==> src/include/capture_defs.svh <==
`ifndef CAPTURE_DEFS_SVH
`define CAPTURE_DEFS_SVH

// host and DDR line
`define CAP_LINE_W      512
`define CAP_BEAT_W      64
`define CAP_BEATS       8
`define CAP_LINE_BYTES  64
`define CAP_DDR_ADDR_W  64

// OCL byte addresses, register index times four
`define CSR_ADDR_DONE   32'd4
`define CSR_ADDR_INJECT 32'd8
`define CSR_ADDR_ALLOW  32'd12

`endif

==> src/design/stream_pkg.sv <==
`include "capture_defs.svh"

package stream_pkg;

    typedef logic [`CAP_BEAT_W-1:0] beat_t;
    typedef logic [`CAP_LINE_W-1:0] line_t;

    // lane of a beat inside its line
    typedef logic [$clog2(`CAP_BEATS)-1:0] beat_idx_t;

    typedef enum logic [1:0] {ARB_IDLE, ARB_FWD_A, ARB_FWD_B} arb_state_e;

    typedef enum logic {PW_IDLE, PW_SEND} pcis_w_state_e;

    typedef enum logic [1:0] {PA_IDLE, PA_WAIT_W, PA_SEND_B} pcis_aw_state_e;

    typedef enum logic [1:0] {DW_IDLE, DW_ADDR, DW_DATA} ddr_wr_state_e;

endpackage

==> src/design/csr_pkg.sv <==
package csr_pkg;

    // index 0 is unused
    typedef enum logic [1:0] {
        DONE        = 2'd1,
        INJECT      = 2'd2,
        ALLOW_DDR_W = 2'd3
    } csr_idx_e;

    typedef struct packed {
        logic allow_ddr_w;
        logic app_done;
    } app_csrs_t;

    typedef enum logic [1:0] {OW_IDLE, OW_WAIT_W, OW_INJECT, OW_RESP} ocl_w_state_e;

endpackage

==> src/design/beat_stream_if.sv <==
`timescale 1ns/1ps

interface beat_stream_if import stream_pkg::*; ();

    beat_t tdata;
    logic  tvalid;
    logic  tready;
    logic  tlast;

    modport src (output tdata, output tvalid, output tlast, input tready);

    modport sink (input tdata, input tvalid, input tlast, output tready);

endinterface

==> src/design/pcis_write_slave.sv <==
`timescale 1ns/1ps
`include "capture_defs.svh"

module pcis_write_slave import stream_pkg::*; (
    input  logic        clk,
    input  logic        rstn,
    input  logic [5:0]  awid,
    input  logic [7:0]  awlen,
    input  logic        awvalid,
    output logic        awready,
    input  line_t       wdata,
    input  logic        wlast,
    input  logic        wvalid,
    output logic        wready,
    output logic [5:0]  bid,
    output logic        bvalid,
    input  logic        bready,
    beat_stream_if.src  bs
);

    pcis_aw_state_e aw_state;
    pcis_w_state_e  w_state;
    logic [7:0]     len_left;
    logic [5:0]     id_q;
    line_t          line_q;
    logic           last_q;
    beat_idx_t      idx;
    logic           w_hs;
    logic           bs_hs;

    assign w_hs  = wvalid && wready;
    assign bs_hs = bs.tvalid && bs.tready;

    // burst tracking, one B per burst
    always_ff @(posedge clk) begin
        if (!rstn) begin
            aw_state <= PA_IDLE;
        end else begin
            case (aw_state)
                PA_IDLE:
                    if (awvalid)
                        aw_state <= PA_WAIT_W;
                PA_WAIT_W:
                    if (w_hs && len_left == 8'd0)
                        aw_state <= PA_SEND_B;
                PA_SEND_B:
                    if (bready)
                        aw_state <= PA_IDLE;
                default:
                    aw_state <= PA_IDLE;
            endcase
        end
    end

    always_ff @(posedge clk) begin
        if (awvalid && awready) begin
            len_left <= awlen;
            id_q     <= awid;
        end else if (w_hs) begin
            len_left <= len_left - 8'd1;
        end
    end

    // one line in flight, sent lowest lane first
    always_ff @(posedge clk) begin
        if (!rstn) begin
            w_state <= PW_IDLE;
            idx     <= '0;
        end else begin
            case (w_state)
                PW_IDLE:
                    if (w_hs)
                        w_state <= PW_SEND;
                PW_SEND:
                    if (bs_hs) begin
                        idx <= idx + 1'b1;
                        if (idx == beat_idx_t'(`CAP_BEATS - 1))
                            w_state <= PW_IDLE;
                    end
                default:
                    w_state <= PW_IDLE;
            endcase
        end
    end

    always_ff @(posedge clk) begin
        if (w_hs) begin
            line_q <= wdata;
            last_q <= wlast;
        end
    end

    assign awready = (aw_state == PA_IDLE);
    assign wready  = (w_state == PW_IDLE) && (aw_state == PA_WAIT_W);
    assign bvalid  = (aw_state == PA_SEND_B);
    assign bid     = id_q;

    assign bs.tdata  = line_q[idx * `CAP_BEAT_W +: `CAP_BEAT_W];
    assign bs.tvalid = (w_state == PW_SEND);
    assign bs.tlast  = last_q && (idx == beat_idx_t'(`CAP_BEATS - 1));

    // a line needs at least eight cycles to drain
    a_wready_line: assert property (@(posedge clk) disable iff (!rstn)
        w_hs |=> !wready [*`CAP_BEATS])
        else $error("wready high while line buffer streams");

endmodule

==> src/design/ocl_csr.sv <==
`timescale 1ns/1ps
`include "capture_defs.svh"

module ocl_csr import stream_pkg::*, csr_pkg::*; (
    input  logic        clk,
    input  logic        rstn,
    input  logic [31:0] awaddr,
    input  logic        awvalid,
    output logic        awready,
    input  logic [31:0] wdata,
    input  logic        wvalid,
    output logic        wready,
    output logic        bvalid,
    input  logic        bready,
    output logic [31:0] inject_cnt,
    output app_csrs_t   csrs,
    beat_stream_if.src  bs
);

    ocl_w_state_e state;
    csr_idx_e     sel_d;
    csr_idx_e     sel_q;
    logic         hit_d;
    logic         hit_q;
    beat_t        inj_q;
    logic         w_hs;

    assign w_hs = wvalid && wready;

    // address decode, unknown addresses still get a response
    always_comb begin
        hit_d = 1'b1;
        sel_d = DONE;
        case (awaddr)
            `CSR_ADDR_DONE:   sel_d = DONE;
            `CSR_ADDR_INJECT: sel_d = INJECT;
            `CSR_ADDR_ALLOW:  sel_d = ALLOW_DDR_W;
            default:          hit_d = 1'b0;
        endcase
    end

    always_ff @(posedge clk) begin
        if (!rstn) begin
            state <= OW_IDLE;
            hit_q <= 1'b0;
            sel_q <= DONE;
        end else begin
            case (state)
                OW_IDLE:
                    if (awvalid) begin
                        state <= OW_WAIT_W;
                        hit_q <= hit_d;
                        sel_q <= sel_d;
                    end
                OW_WAIT_W:
                    if (wvalid)
                        state <= (hit_q && sel_q == INJECT) ? OW_INJECT : OW_RESP;
                OW_INJECT:
                    if (bs.tready)
                        state <= OW_RESP;
                OW_RESP:
                    if (bready)
                        state <= OW_IDLE;
                default:
                    state <= OW_IDLE;
            endcase
        end
    end

    always_ff @(posedge clk) begin
        if (!rstn) begin
            csrs       <= '0;
            inject_cnt <= '0;
        end else if (w_hs && hit_q) begin
            case (sel_q)
                DONE:        csrs.app_done    <= 1'b1;
                ALLOW_DDR_W: csrs.allow_ddr_w <= 1'b1;
                INJECT:      inject_cnt       <= inject_cnt + 32'd1;
                default:     csrs             <= csrs;
            endcase
        end
    end

    always_ff @(posedge clk) begin
        if (w_hs)
            inj_q <= {{(`CAP_BEAT_W - 32){1'b0}}, wdata};
    end

    assign awready = (state == OW_IDLE);
    assign wready  = (state == OW_WAIT_W);
    assign bvalid  = (state == OW_RESP);

    // injected word is a packet of its own
    assign bs.tdata  = inj_q;
    assign bs.tvalid = (state == OW_INJECT);
    assign bs.tlast  = 1'b1;

endmodule

==> src/design/stream_arbiter.sv <==
`timescale 1ns/1ps

module stream_arbiter import stream_pkg::*; (
    input  logic        clk,
    input  logic        rstn,
    beat_stream_if.sink in_a,
    beat_stream_if.sink in_b,
    beat_stream_if.src  out
);

    arb_state_e state;
    logic       pick_a;

    // A has priority while idle
    assign pick_a = (state == ARB_FWD_A) || (state == ARB_IDLE && in_a.tvalid);

    always_comb begin
        if (pick_a) begin
            out.tdata   = in_a.tdata;
            out.tvalid  = in_a.tvalid;
            out.tlast   = in_a.tlast;
            in_a.tready = out.tready;
            in_b.tready = 1'b0;
        end else begin
            out.tdata   = in_b.tdata;
            out.tvalid  = in_b.tvalid;
            out.tlast   = in_b.tlast;
            in_b.tready = out.tready;
            in_a.tready = 1'b0;
        end
    end

    // a stalled beat also locks, so a waiting B beat is not pre-empted
    always_ff @(posedge clk) begin
        if (!rstn) begin
            state <= ARB_IDLE;
        end else begin
            case (state)
                ARB_IDLE:
                    if (out.tvalid && !(out.tready && out.tlast))
                        state <= pick_a ? ARB_FWD_A : ARB_FWD_B;
                ARB_FWD_A, ARB_FWD_B:
                    if (out.tvalid && out.tready && out.tlast)
                        state <= ARB_IDLE;
                default:
                    state <= ARB_IDLE;
            endcase
        end
    end

    a_out_stable: assert property (@(posedge clk) disable iff (!rstn)
        out.tvalid && !out.tready |=> out.tvalid && $stable(out.tdata) && $stable(out.tlast))
        else $error("merged beat changed while stalled");

endmodule

==> src/design/ddr_line_writer.sv <==
`timescale 1ns/1ps
`include "capture_defs.svh"

module ddr_line_writer import stream_pkg::*, csr_pkg::*; (
    input  logic                       clk,
    input  logic                       rstn,
    input  app_csrs_t                  csrs,
    input  logic                       flush,
    output logic [`CAP_DDR_ADDR_W-1:0] awaddr,
    output logic                       awvalid,
    input  logic                       awready,
    output line_t                      wdata,
    output logic                       wvalid,
    input  logic                       wready,
    beat_stream_if.sink                bs
);

    ddr_wr_state_e state;
    line_t         line_q;
    beat_idx_t     idx;
    logic          aw_hs;
    logic          w_hs;
    logic          bs_hs;

    assign aw_hs = awvalid && awready;
    assign w_hs  = wvalid && wready;
    assign bs_hs = bs.tvalid && bs.tready;

    // address only goes out once a beat is waiting
    assign awvalid   = (state == DW_ADDR) && bs.tvalid;
    assign bs.tready = (state == DW_DATA) && !wvalid;
    assign wdata     = line_q;

    always_ff @(posedge clk) begin
        if (!rstn) begin
            state <= DW_IDLE;
        end else begin
            case (state)
                DW_IDLE:
                    if (csrs.allow_ddr_w)
                        state <= DW_ADDR;
                DW_ADDR:
                    if (aw_hs)
                        state <= DW_DATA;
                DW_DATA:
                    if (w_hs)
                        state <= DW_ADDR;
                default:
                    state <= DW_IDLE;
            endcase
        end
    end

    always_ff @(posedge clk) begin
        if (!rstn) begin
            awaddr <= '0;
        end else if (aw_hs) begin
            awaddr <= awaddr + `CAP_DDR_ADDR_W'(`CAP_LINE_BYTES);
        end
    end

    // full line, or a partial one once the flush arrives
    always_ff @(posedge clk) begin
        if (!rstn) begin
            wvalid <= 1'b0;
            idx    <= '0;
        end else if (bs_hs) begin
            idx <= idx + 1'b1;
            if (idx == beat_idx_t'(`CAP_BEATS - 1))
                wvalid <= 1'b1;
        end else if (flush && state == DW_DATA && !wvalid && idx != '0) begin
            wvalid <= 1'b1;
            idx    <= '0;
        end else if (w_hs) begin
            wvalid <= 1'b0;
        end
    end

    // unfilled lanes keep stale data
    always_ff @(posedge clk) begin
        if (bs_hs)
            line_q[idx * `CAP_BEAT_W +: `CAP_BEAT_W] <= bs.tdata;
    end

    a_aw_w_excl: assert property (@(posedge clk) disable iff (!rstn)
        !(awvalid && wvalid))
        else $error("awvalid and wvalid high together");

endmodule

==> src/design/capture_top.sv <==
`timescale 1ns/1ps
`include "capture_defs.svh"

module capture_top import csr_pkg::*; (
    input  logic                       clk,
    input  logic                       rstn,
    input  logic [5:0]                 pcis_awid,
    input  logic [7:0]                 pcis_awlen,
    input  logic                       pcis_awvalid,
    output logic                       pcis_awready,
    input  logic [`CAP_LINE_W-1:0]     pcis_wdata,
    input  logic                       pcis_wlast,
    input  logic                       pcis_wvalid,
    output logic                       pcis_wready,
    output logic [5:0]                 pcis_bid,
    output logic                       pcis_bvalid,
    input  logic                       pcis_bready,
    input  logic [31:0]                ocl_awaddr,
    input  logic                       ocl_awvalid,
    output logic                       ocl_awready,
    input  logic [31:0]                ocl_wdata,
    input  logic                       ocl_wvalid,
    output logic                       ocl_wready,
    output logic                       ocl_bvalid,
    input  logic                       ocl_bready,
    output logic [`CAP_DDR_ADDR_W-1:0] ddr_awaddr,
    output logic                       ddr_awvalid,
    input  logic                       ddr_awready,
    output logic [`CAP_LINE_W-1:0]     ddr_wdata,
    output logic                       ddr_wvalid,
    input  logic                       ddr_wready,
    output logic                       irq_req
);

    beat_stream_if pcis_bs ();
    beat_stream_if ocl_bs ();
    beat_stream_if merged_bs ();

    app_csrs_t   csrs;
    logic [31:0] inject_cnt;
    logic [31:0] pcis_beats;
    logic [31:0] ddr_beats;
    logic [31:0] ddr_beats_now;
    logic        ddr_w_hs;
    logic        flush;
    logic        flush_taken;
    logic        irq_set;
    logic        irq_set_q;

    pcis_write_slave u_pcis (
        .clk     (clk),
        .rstn    (rstn),
        .awid    (pcis_awid),
        .awlen   (pcis_awlen),
        .awvalid (pcis_awvalid),
        .awready (pcis_awready),
        .wdata   (pcis_wdata),
        .wlast   (pcis_wlast),
        .wvalid  (pcis_wvalid),
        .wready  (pcis_wready),
        .bid     (pcis_bid),
        .bvalid  (pcis_bvalid),
        .bready  (pcis_bready),
        .bs      (pcis_bs)
    );

    ocl_csr u_ocl (
        .clk        (clk),
        .rstn       (rstn),
        .awaddr     (ocl_awaddr),
        .awvalid    (ocl_awvalid),
        .awready    (ocl_awready),
        .wdata      (ocl_wdata),
        .wvalid     (ocl_wvalid),
        .wready     (ocl_wready),
        .bvalid     (ocl_bvalid),
        .bready     (ocl_bready),
        .inject_cnt (inject_cnt),
        .csrs       (csrs),
        .bs         (ocl_bs)
    );

    stream_arbiter u_arb (
        .clk  (clk),
        .rstn (rstn),
        .in_a (ocl_bs),
        .in_b (pcis_bs),
        .out  (merged_bs)
    );

    ddr_line_writer u_writer (
        .clk     (clk),
        .rstn    (rstn),
        .csrs    (csrs),
        .flush   (flush),
        .awaddr  (ddr_awaddr),
        .awvalid (ddr_awvalid),
        .awready (ddr_awready),
        .wdata   (ddr_wdata),
        .wvalid  (ddr_wvalid),
        .wready  (ddr_wready),
        .bs      (merged_bs)
    );

    assign ddr_w_hs = ddr_wvalid && ddr_wready;

    // includes a DDR line accepted in this cycle
    assign ddr_beats_now = ddr_beats + (ddr_w_hs ? 32'(`CAP_BEATS) : 32'd0);

    always_ff @(posedge clk) begin
        if (!rstn) begin
            pcis_beats <= '0;
            ddr_beats  <= '0;
        end else begin
            if (pcis_wvalid && pcis_wready)
                pcis_beats <= pcis_beats + 32'(`CAP_BEATS);
            ddr_beats <= ddr_beats_now;
        end
    end

    // flush ends once a line has gone out under it
    assign flush = csrs.app_done && !pcis_bs.tvalid && !ocl_bs.tvalid &&
                   !merged_bs.tvalid && !flush_taken;

    always_ff @(posedge clk) begin
        if (!rstn) begin
            flush_taken <= 1'b0;
            irq_set     <= 1'b0;
            irq_set_q   <= 1'b0;
        end else begin
            if (flush && ddr_w_hs)
                flush_taken <= 1'b1;
            if (flush && ddr_beats_now >= pcis_beats + inject_cnt)
                irq_set <= 1'b1;
            irq_set_q <= irq_set;
        end
    end

    // rising edge of the set-once flag
    assign irq_req = irq_set && !irq_set_q;

endmodule

==> config.mk <==
export PLATFORM = sky130hd
export DESIGN_NAME = capture_top
export DESIGN_NICKNAME = d
export VERILOG_FILES = /design/src/design/stream_pkg.sv /design/src/design/csr_pkg.sv /design/src/design/beat_stream_if.sv /design/src/design/pcis_write_slave.sv /design/src/design/ocl_csr.sv /design/src/design/stream_arbiter.sv /design/src/design/ddr_line_writer.sv /design/src/design/capture_top.sv
export VERILOG_INCLUDE_DIRS = /design/src /design/src/include
export SDC_FILE = /design/constraint.sdc
export NUM_CORES = 2
export LEC_CHECK = 0
export BUFFER_PORTS_ARGS = -buffer_cell sky130_fd_sc_hd__buf_4
export CORE_AREA = 3 3 462 464
export DETAILED_ROUTE_END_ITERATION = 10
export DIE_AREA = 0 0 465 467
export GPL_ROUTABILITY_DRIVEN = 0
export SLEW_MARGIN = 20
export SYNTH_ARGS = -nofsm -noshare
export SYNTH_HDL_FRONTEND = slang
export SYNTH_SLANG_ARGS = --single-unit
==> constraint.sdc <==
create_clock -name clk -period 19.8 [get_ports clk]
set_input_delay 3.96 -clock clk [delete_from_list [all_inputs] [get_ports clk]]
set_output_delay 3.96 -clock clk [all_outputs]
set_load 0.03 [all_outputs]
# After elaboration in Yosys (flattened, before gate mapping)
# Cells that the tools add are included.
# word_totals
register_bits	1255
in_bits	601
out_inout_bits	591
wordCells	165
# op_classes
addsub	9
n_lt_le_gt_ge	1
n_eq_ne	30
shift	3
muxes	39
bitwise_logic	1
n_reduce_logical	57
# ops
operator	count
512-bit bitwise mux	1
64-bit by 34-bit variable shift with 512-bit output (first input constant)	1
512-bit by 10-bit indexed part select with 64-bit output	1
64-bit by 34-bit indexed part select with 512-bit output	1
64-bit by 7-bit adder with 64-bit output (second input constant)	1
32-bit by 4-bit == test with 1-bit output (second input constant)	2
64-bit 2-to-1 mux	1
9-bit negation with 34-bit output	1
32-bit by 1-bit adder with 32-bit output (second input constant)	1
32-bit adder	1
32-bit by 4-bit adder with 32-bit output	1
32-bit by 4-bit adder with 32-bit output (second input constant)	1
32-bit by 3-bit == test with 1-bit output (second input constant)	1
32-bit greater-or-equal comparator	1
1-bit logical AND	28
2-bit 2-to-1 mux	13
8-bit 2-to-1 mux	2
2-bit == test (second input constant)	7
2-bit != test (second input constant)	7
2-bit AND reduction	7
1-bit 2-to-1 mux	13
2-bit by 1-bit != test with 1-bit output (second input constant)	6
2-bit one-hot mux with 3 select lines	2
2-bit by 1-bit == test with 1-bit output (second input constant)	5
19 further kinds	35

# Longest topological paths before layout
# logic_depth
ltp_word	12
ltp_mapped	17
ltp_nobuf	17

# By module
# A second synthesis with hierarchy kept.
# unflattened
hier_cells	3358
hier_area_um2	50973.9
# modules_own_cells
mod	n_inst	cells_per_inst	area_per_inst_um2	seq_area_each_um2
ddr_line_writer	1	1554	21759.6	16656.0
pcis_write_slave	1	827	20181.9	15945.3
capture_top	1	581	4868.4	1221.2
ocl_csr	1	299	3199.3	1741.7
stream_arbiter	1	97	964.7	40.0

# Worst setup path before layout
# Ideal clock, no wire load.
# synth_timing
path_type	input-to-reg
start	input port pcis_wvalid
end	register u_pcis.len_left[0], enable pin
arrival_time_ns	19.841
required_time_ns	19.450
setup_slack_ns	-0.391
path_stages	3
path_buffers	1
path_cell_list	and4bb_1 > clkbuf_1 > or2_2
# synth_between
elab_chain_len	2
# synth_rtl
item	line	source
from (decl)	capture_top.sv:13	input logic pcis_wvalid,
1-bit logical AND	pcis_write_slave.sv:31	assign w_hs = wvalid && wready;
net u_pcis.w_hs	pcis_write_slave.sv:28	logic w_hs;
2-bit nonzero test (no source line)	n/a	
to (signal assigned)	pcis_write_slave.sv:57	len_left <= awlen;
to (signal assigned)	pcis_write_slave.sv:60	len_left <= len_left - 8'd1;
to (decl)	pcis_write_slave.sv:23	logic [7:0] len_left;
# The timed path passes the listed nets, and every way through them passes these cells.
# A chain may end at the register's enable or synchronous reset.

# Final worst setup path
# layout_timing
start	input port pcis_wvalid
end	register u_pcis.line_q[86], enable pin
# layout_between
elab_chain_len	1
# layout_rtl
item	line	source
1-bit logical AND	pcis_write_slave.sv:31	
to (signal assigned)	pcis_write_slave.sv:88	line_q <= wdata;
to (decl)	pcis_write_slave.sv:25	line_t line_q;
# Every way passes these cells.

==> insert_results.sql <==
INSERT INTO impl_metrics (metric_group, metric, value, unit) VALUES
('layout', 'nets', '5239', ''),
('clock_tree', 'post-cts-setup-buffers', '0', ''),
('timing', 'max_freq', '134', 'MHz'),
('layout', 'drive_above_1_share', '37.0', '%'),
('critical_path', 'reg2regPathDepth', '10', ''),
('critical_path', 'worstPathCellList', 'buf_4, and4bb_4, buf_4, buf_12, buf_4, buf_4', ''),
('timing', 'final_worst_path_period_need', '7470', 'ps'),
('layout', 'design_area_final', '66600', 'um^2'),
('critical_path', 'cp.required', '20240', 'ps'),
('critical_path', 'critical_path.endpoint', 'u_pcis.line_q[86]$_DFFE_PP_', ''),
('yosys', 'synth_area', '49200', 'um^2'),
('critical_path', 'critPathLaunch', 'pcis_wvalid', ''),
('hold_path', 'hold_class', 'flip-flop to flip-flop', ''),
('routing', 'drt_drc_violations_left', '0', ''),
('timing', 'worst_clock_skew', '75.9', 'ps'),
('floorplanning', 'total_core_area', '210000', 'um^2'),
('critical_path', 'critPathCaptureType', 'flip-flop', ''),
('critical_path', 'timing.critical_path.buf_inv', '5', ''),
('clock_tree', 'clk-insertion-delay-late', '820', 'ps'),
('layout', 'flow.area_growth_from_synthesis', '35.3', '%'),
('critical_path', 'category_of_the_critical_setup_timing_path', 'input pin to flip-flop', ''),
('critical_path', 'critical_path_peak_fanout', '157', ''),
('yosys', 'synth-seq-area-share', '72.3', '%'),
('yosys', 'async_reset_ff_share', '0', '%'),
('clock_tree', 'cts-resized-gates', '0', ''),
('layout', 'most-common-layout-cells', 'sky130_fd_sc_hd__buf_4 (1266), sky130_fd_sc_hd__edfxtp_1 (1071), sky130_fd_sc_hd__nor2_1 (672)', ''),
('clock_tree', 'clk_path_buf_depth', '3', ''),
('routing', 'vias', '33900', ''),
('global_routing', 'grt_start_max_net_pins', '158', ''),
('timing', 'layout_worst_path_cycle_share', '37.7', '%'),
('floorplanning', 'floorplan.initialDensity', '23.5', '%'),
('timing', 'setup_violations', '0', ''),
('layout', 'final_common_cell', 'sky130_fd_sc_hd__buf_4', ''),
('critical_path', 'r2r-end', 'u_writer.wdata[348]$_DFFE_PP_', ''),
('clock_tree', 'cts_hold_repair.buffers', '0', ''),
('yosys', 'ys_seq_elements', '1243', ''),
('clock_tree', 'htree_levels', '4', ''),
('critical_path', 'timing.rr.start', 'u_pcis.idx[0]$_SDFFE_PN0P_', ''),
('global_routing', 'grt_first_pass_wirelength', '280000', 'um'),
('routing', 'drt_first_pass_iters', '5', ''),
('timing', 'slew-limit-headroom', '25.9', '%'),
('floorplanning', 'io_pins', '1192', ''),
('yosys', 'avgSynthCellArea', '15.0', 'um^2'),
('critical_path', 'timing.critical_path.depth', '6', ''),
('place', 'detailedPlacementHpwl', '163000', 'um'),
('clock_tree', 'buffer_type_at_the_clock_tree_root', 'sky130_fd_sc_hd__clkbuf_16', ''),
('timing', 'grt_setup_unrepaired', 'false', ''),
('global_routing', 'gr-total-overflow', '0', ''),
('global_routing', 'initial_antenna_violation_count', '83', ''),
('routing', 'detail_route.wl_per_cell', '28.4', 'um'),
('timing', 'total_negative_slack', '0', 'ps'),
('timing', 'worst_pin_slew', '1110', 'ps'),
('layout', 'layout.core_utilization', '31.8', '%'),
('clock_tree', 'number_of_clock_sinks', '1243', ''),
('critical_path', 'crit_path_start_kind', 'input pin', ''),
('critical_path', 'path_common_cell', 'sky130_fd_sc_hd__buf_4', ''),
('global_routing', 'grt_pass1_vias', '33200', ''),
('yosys', 'syn_inst', '3292', ''),
('floorplanning', 'dieHeight', '467', 'um'),
('routing', 'vias_per_cell', '4.51', ''),
('clock_tree', 'cts_buffers', '140', ''),
('timing', 'final_hold_viol_count', '0', ''),
('floorplanning', 'rows', '168', ''),
('clock_tree', 'tritoncts', 'built', ''),
('run_status', 'outcome', 'finished clean', ''),
('power', 'power.ir.vdd_worst', '0.0000822', 'V'),
('critical_path', 'crit_path_top_delay_cell', 'sky130_fd_sc_hd__buf_4', ''),
('timing', 'report.final.slew_viol_count', '0', ''),
('yosys', 'synth_top_flop_cell', 'sky130_fd_sc_hd__edfxtp_1', ''),
('place', 'post_dp_cell_area', '61800', 'um^2'),
('critical_path', 'critPathTopFamily', 'buffers and inverters', '');
==> cell families after synthesis <==
logic type	share of synthesized area, %
multiplexers	7.38
XOR/XNOR	2.72
AO/OA/AOI/OAI	2.66
AND/OR/NAND/NOR	11.3
buffers and inverters	1.55
flip-flops	72.3
adder cells (fa/ha/maj)	2.05
other	0.00762
==> through the flow <==
stage / hold slack, ps / setup WS, ps / total power, mW / cells
2_1_floorplan: 435 / 7890 / 3.24 / 3297
3_5_place_dp: 472 / 11550 / 3.72 / 7220
5_1_grt: 515 / 12210 / 6.50 / 7493
4_1_cts: 485 / 12440 / 6.37 / 7475
3_3_place_gp: 460 / 11670 / 3.71 / 7220
6_report: 486 / 12330 / 6.29 / 7503
==> sequential cells by signal, summed over array words and instances, names as in the netlist, 3 cells and up <==
signal / cells
u_pcis.line_q: 512
u_writer.wdata: 512
u_writer.awaddr: 58
u_ocl.bs.tdata: 32
u_ocl.inject_cnt: 32
ddr_beats: 29
pcis_beats: 29
u_pcis.len_left: 8
u_pcis.bid: 6
u_pcis.idx: 3
u_writer.idx: 3
==> metal layers <==
metal | routed length, um | GRT usage [%]
met2 | 99500 | 30.1
met4 | 11000 | 8.92
met1 | 83400 | 24.0
met5 | 149 | 0
met3 | 19400 | 4.80
==> report_power, final <==
part	switching, mW	internal, mW
clock network	1.16	1.48
logic	0.488	0.198
registers	0.0302	2.93
total	1.68	4.61
==> layout make-up <==
type                       instances  area, um^2
clock inverter                    77         982
timing repair buffer            1269        9570
multi-input combinational       1864       13000
clock buffer                     178        3690
inverter                          40         151
sequential                      1243       35600
fill                           20700      143000
tap                             2805        3510
antenna                           27        67.6
==> cells in the mapped netlist, types with 16 or more instances <==
master / count / share of area, %
sky130_fd_sc_hd__buf_2: 18 / 0.18
sky130_fd_sc_hd__nand3_1: 72 / 0.73
sky130_fd_sc_hd__a21o_1: 22 / 0.34
sky130_fd_sc_hd__and4_1: 16 / 0.28
sky130_fd_sc_hd__xor2_1: 69 / 1.2
sky130_fd_sc_hd__nand2_1: 141 / 1.1
sky130_fd_sc_hd__and2_1: 45 / 0.57
sky130_fd_sc_hd__or3_1: 26 / 0.33
sky130_fd_sc_hd__nor3_1: 18 / 0.18
sky130_fd_sc_hd__nand4_1: 43 / 0.55
sky130_fd_sc_hd__a21oi_1: 67 / 0.68
sky130_fd_sc_hd__or2_2: 48 / 0.61
sky130_fd_sc_hd__o21ai_1: 34 / 0.35
sky130_fd_sc_hd__inv_1: 40 / 0.30
sky130_fd_sc_hd__ha_1: 79 / 2.0
sky130_fd_sc_hd__edfxtp_1: 1071 / 65
sky130_fd_sc_hd__xnor2_1: 84 / 1.5
sky130_fd_sc_hd__and3_1: 35 / 0.44
sky130_fd_sc_hd__nor2_1: 674 / 5.1
sky130_fd_sc_hd__mux4_2: 128 / 5.9
sky130_fd_sc_hd__clkbuf_1: 111 / 0.85
sky130_fd_sc_hd__mux2_2: 32 / 0.73
sky130_fd_sc_hd__nand2b_1: 16 / 0.20
sky130_fd_sc_hd__mux2i_1: 39 / 0.79
sky130_fd_sc_hd__or2_1: 22 / 0.28
sky130_fd_sc_hd__dfxtp_1: 172 / 7.0
sky130_fd_sc_hd__o21ai_0: 47 / 0.48
==> worst register-to-register path: stages, from the launching register on <==
cell and delay (ps):
sky130_fd_sc_hd__dfxtp_4 660, sky130_fd_sc_hd__buf_4 670, sky130_fd_sc_hd__buf_4 830, sky130_fd_sc_hd__buf_4 910, sky130_fd_sc_hd__mux4_2 650, sky130_fd_sc_hd__mux2i_1 150
sky130_fd_sc_hd__nand2_1 80, sky130_fd_sc_hd__o21ai_1 220, sky130_fd_sc_hd__buf_4 260, sky130_fd_sc_hd__or2_1 410, sky130_fd_sc_hd__nor2_1 100
==> worst min-delay path by stage <==
stage / depth (start not counted) / end / start / slack (ps)
after CTS: 2 / u_ocl.csrs[1]$_SDFFE_PN0P_ / u_ocl.csrs[1]$_SDFFE_PN0P_ / 490
after detailed placement: 2 / u_ocl.csrs[1]$_SDFFE_PN0P_ / u_ocl.csrs[1]$_SDFFE_PN0P_ / 470
after global placement: 2 / u_ocl.csrs[1]$_SDFFE_PN0P_ / u_ocl.csrs[1]$_SDFFE_PN0P_ / 460
after floorplan: 2 / u_ocl.csrs[1]$_SDFFE_PN0P_ / u_ocl.csrs[1]$_SDFFE_PN0P_ / 430
after global routing: 2 / u_ocl.csrs[1]$_SDFFE_PN0P_ / u_ocl.csrs[1]$_SDFFE_PN0P_ / 520
final: 2 / u_ocl.csrs[1]$_SDFFE_PN0P_ / u_ocl.csrs[1]$_SDFFE_PN0P_ / 490
(Power assumes the default switching activity.)
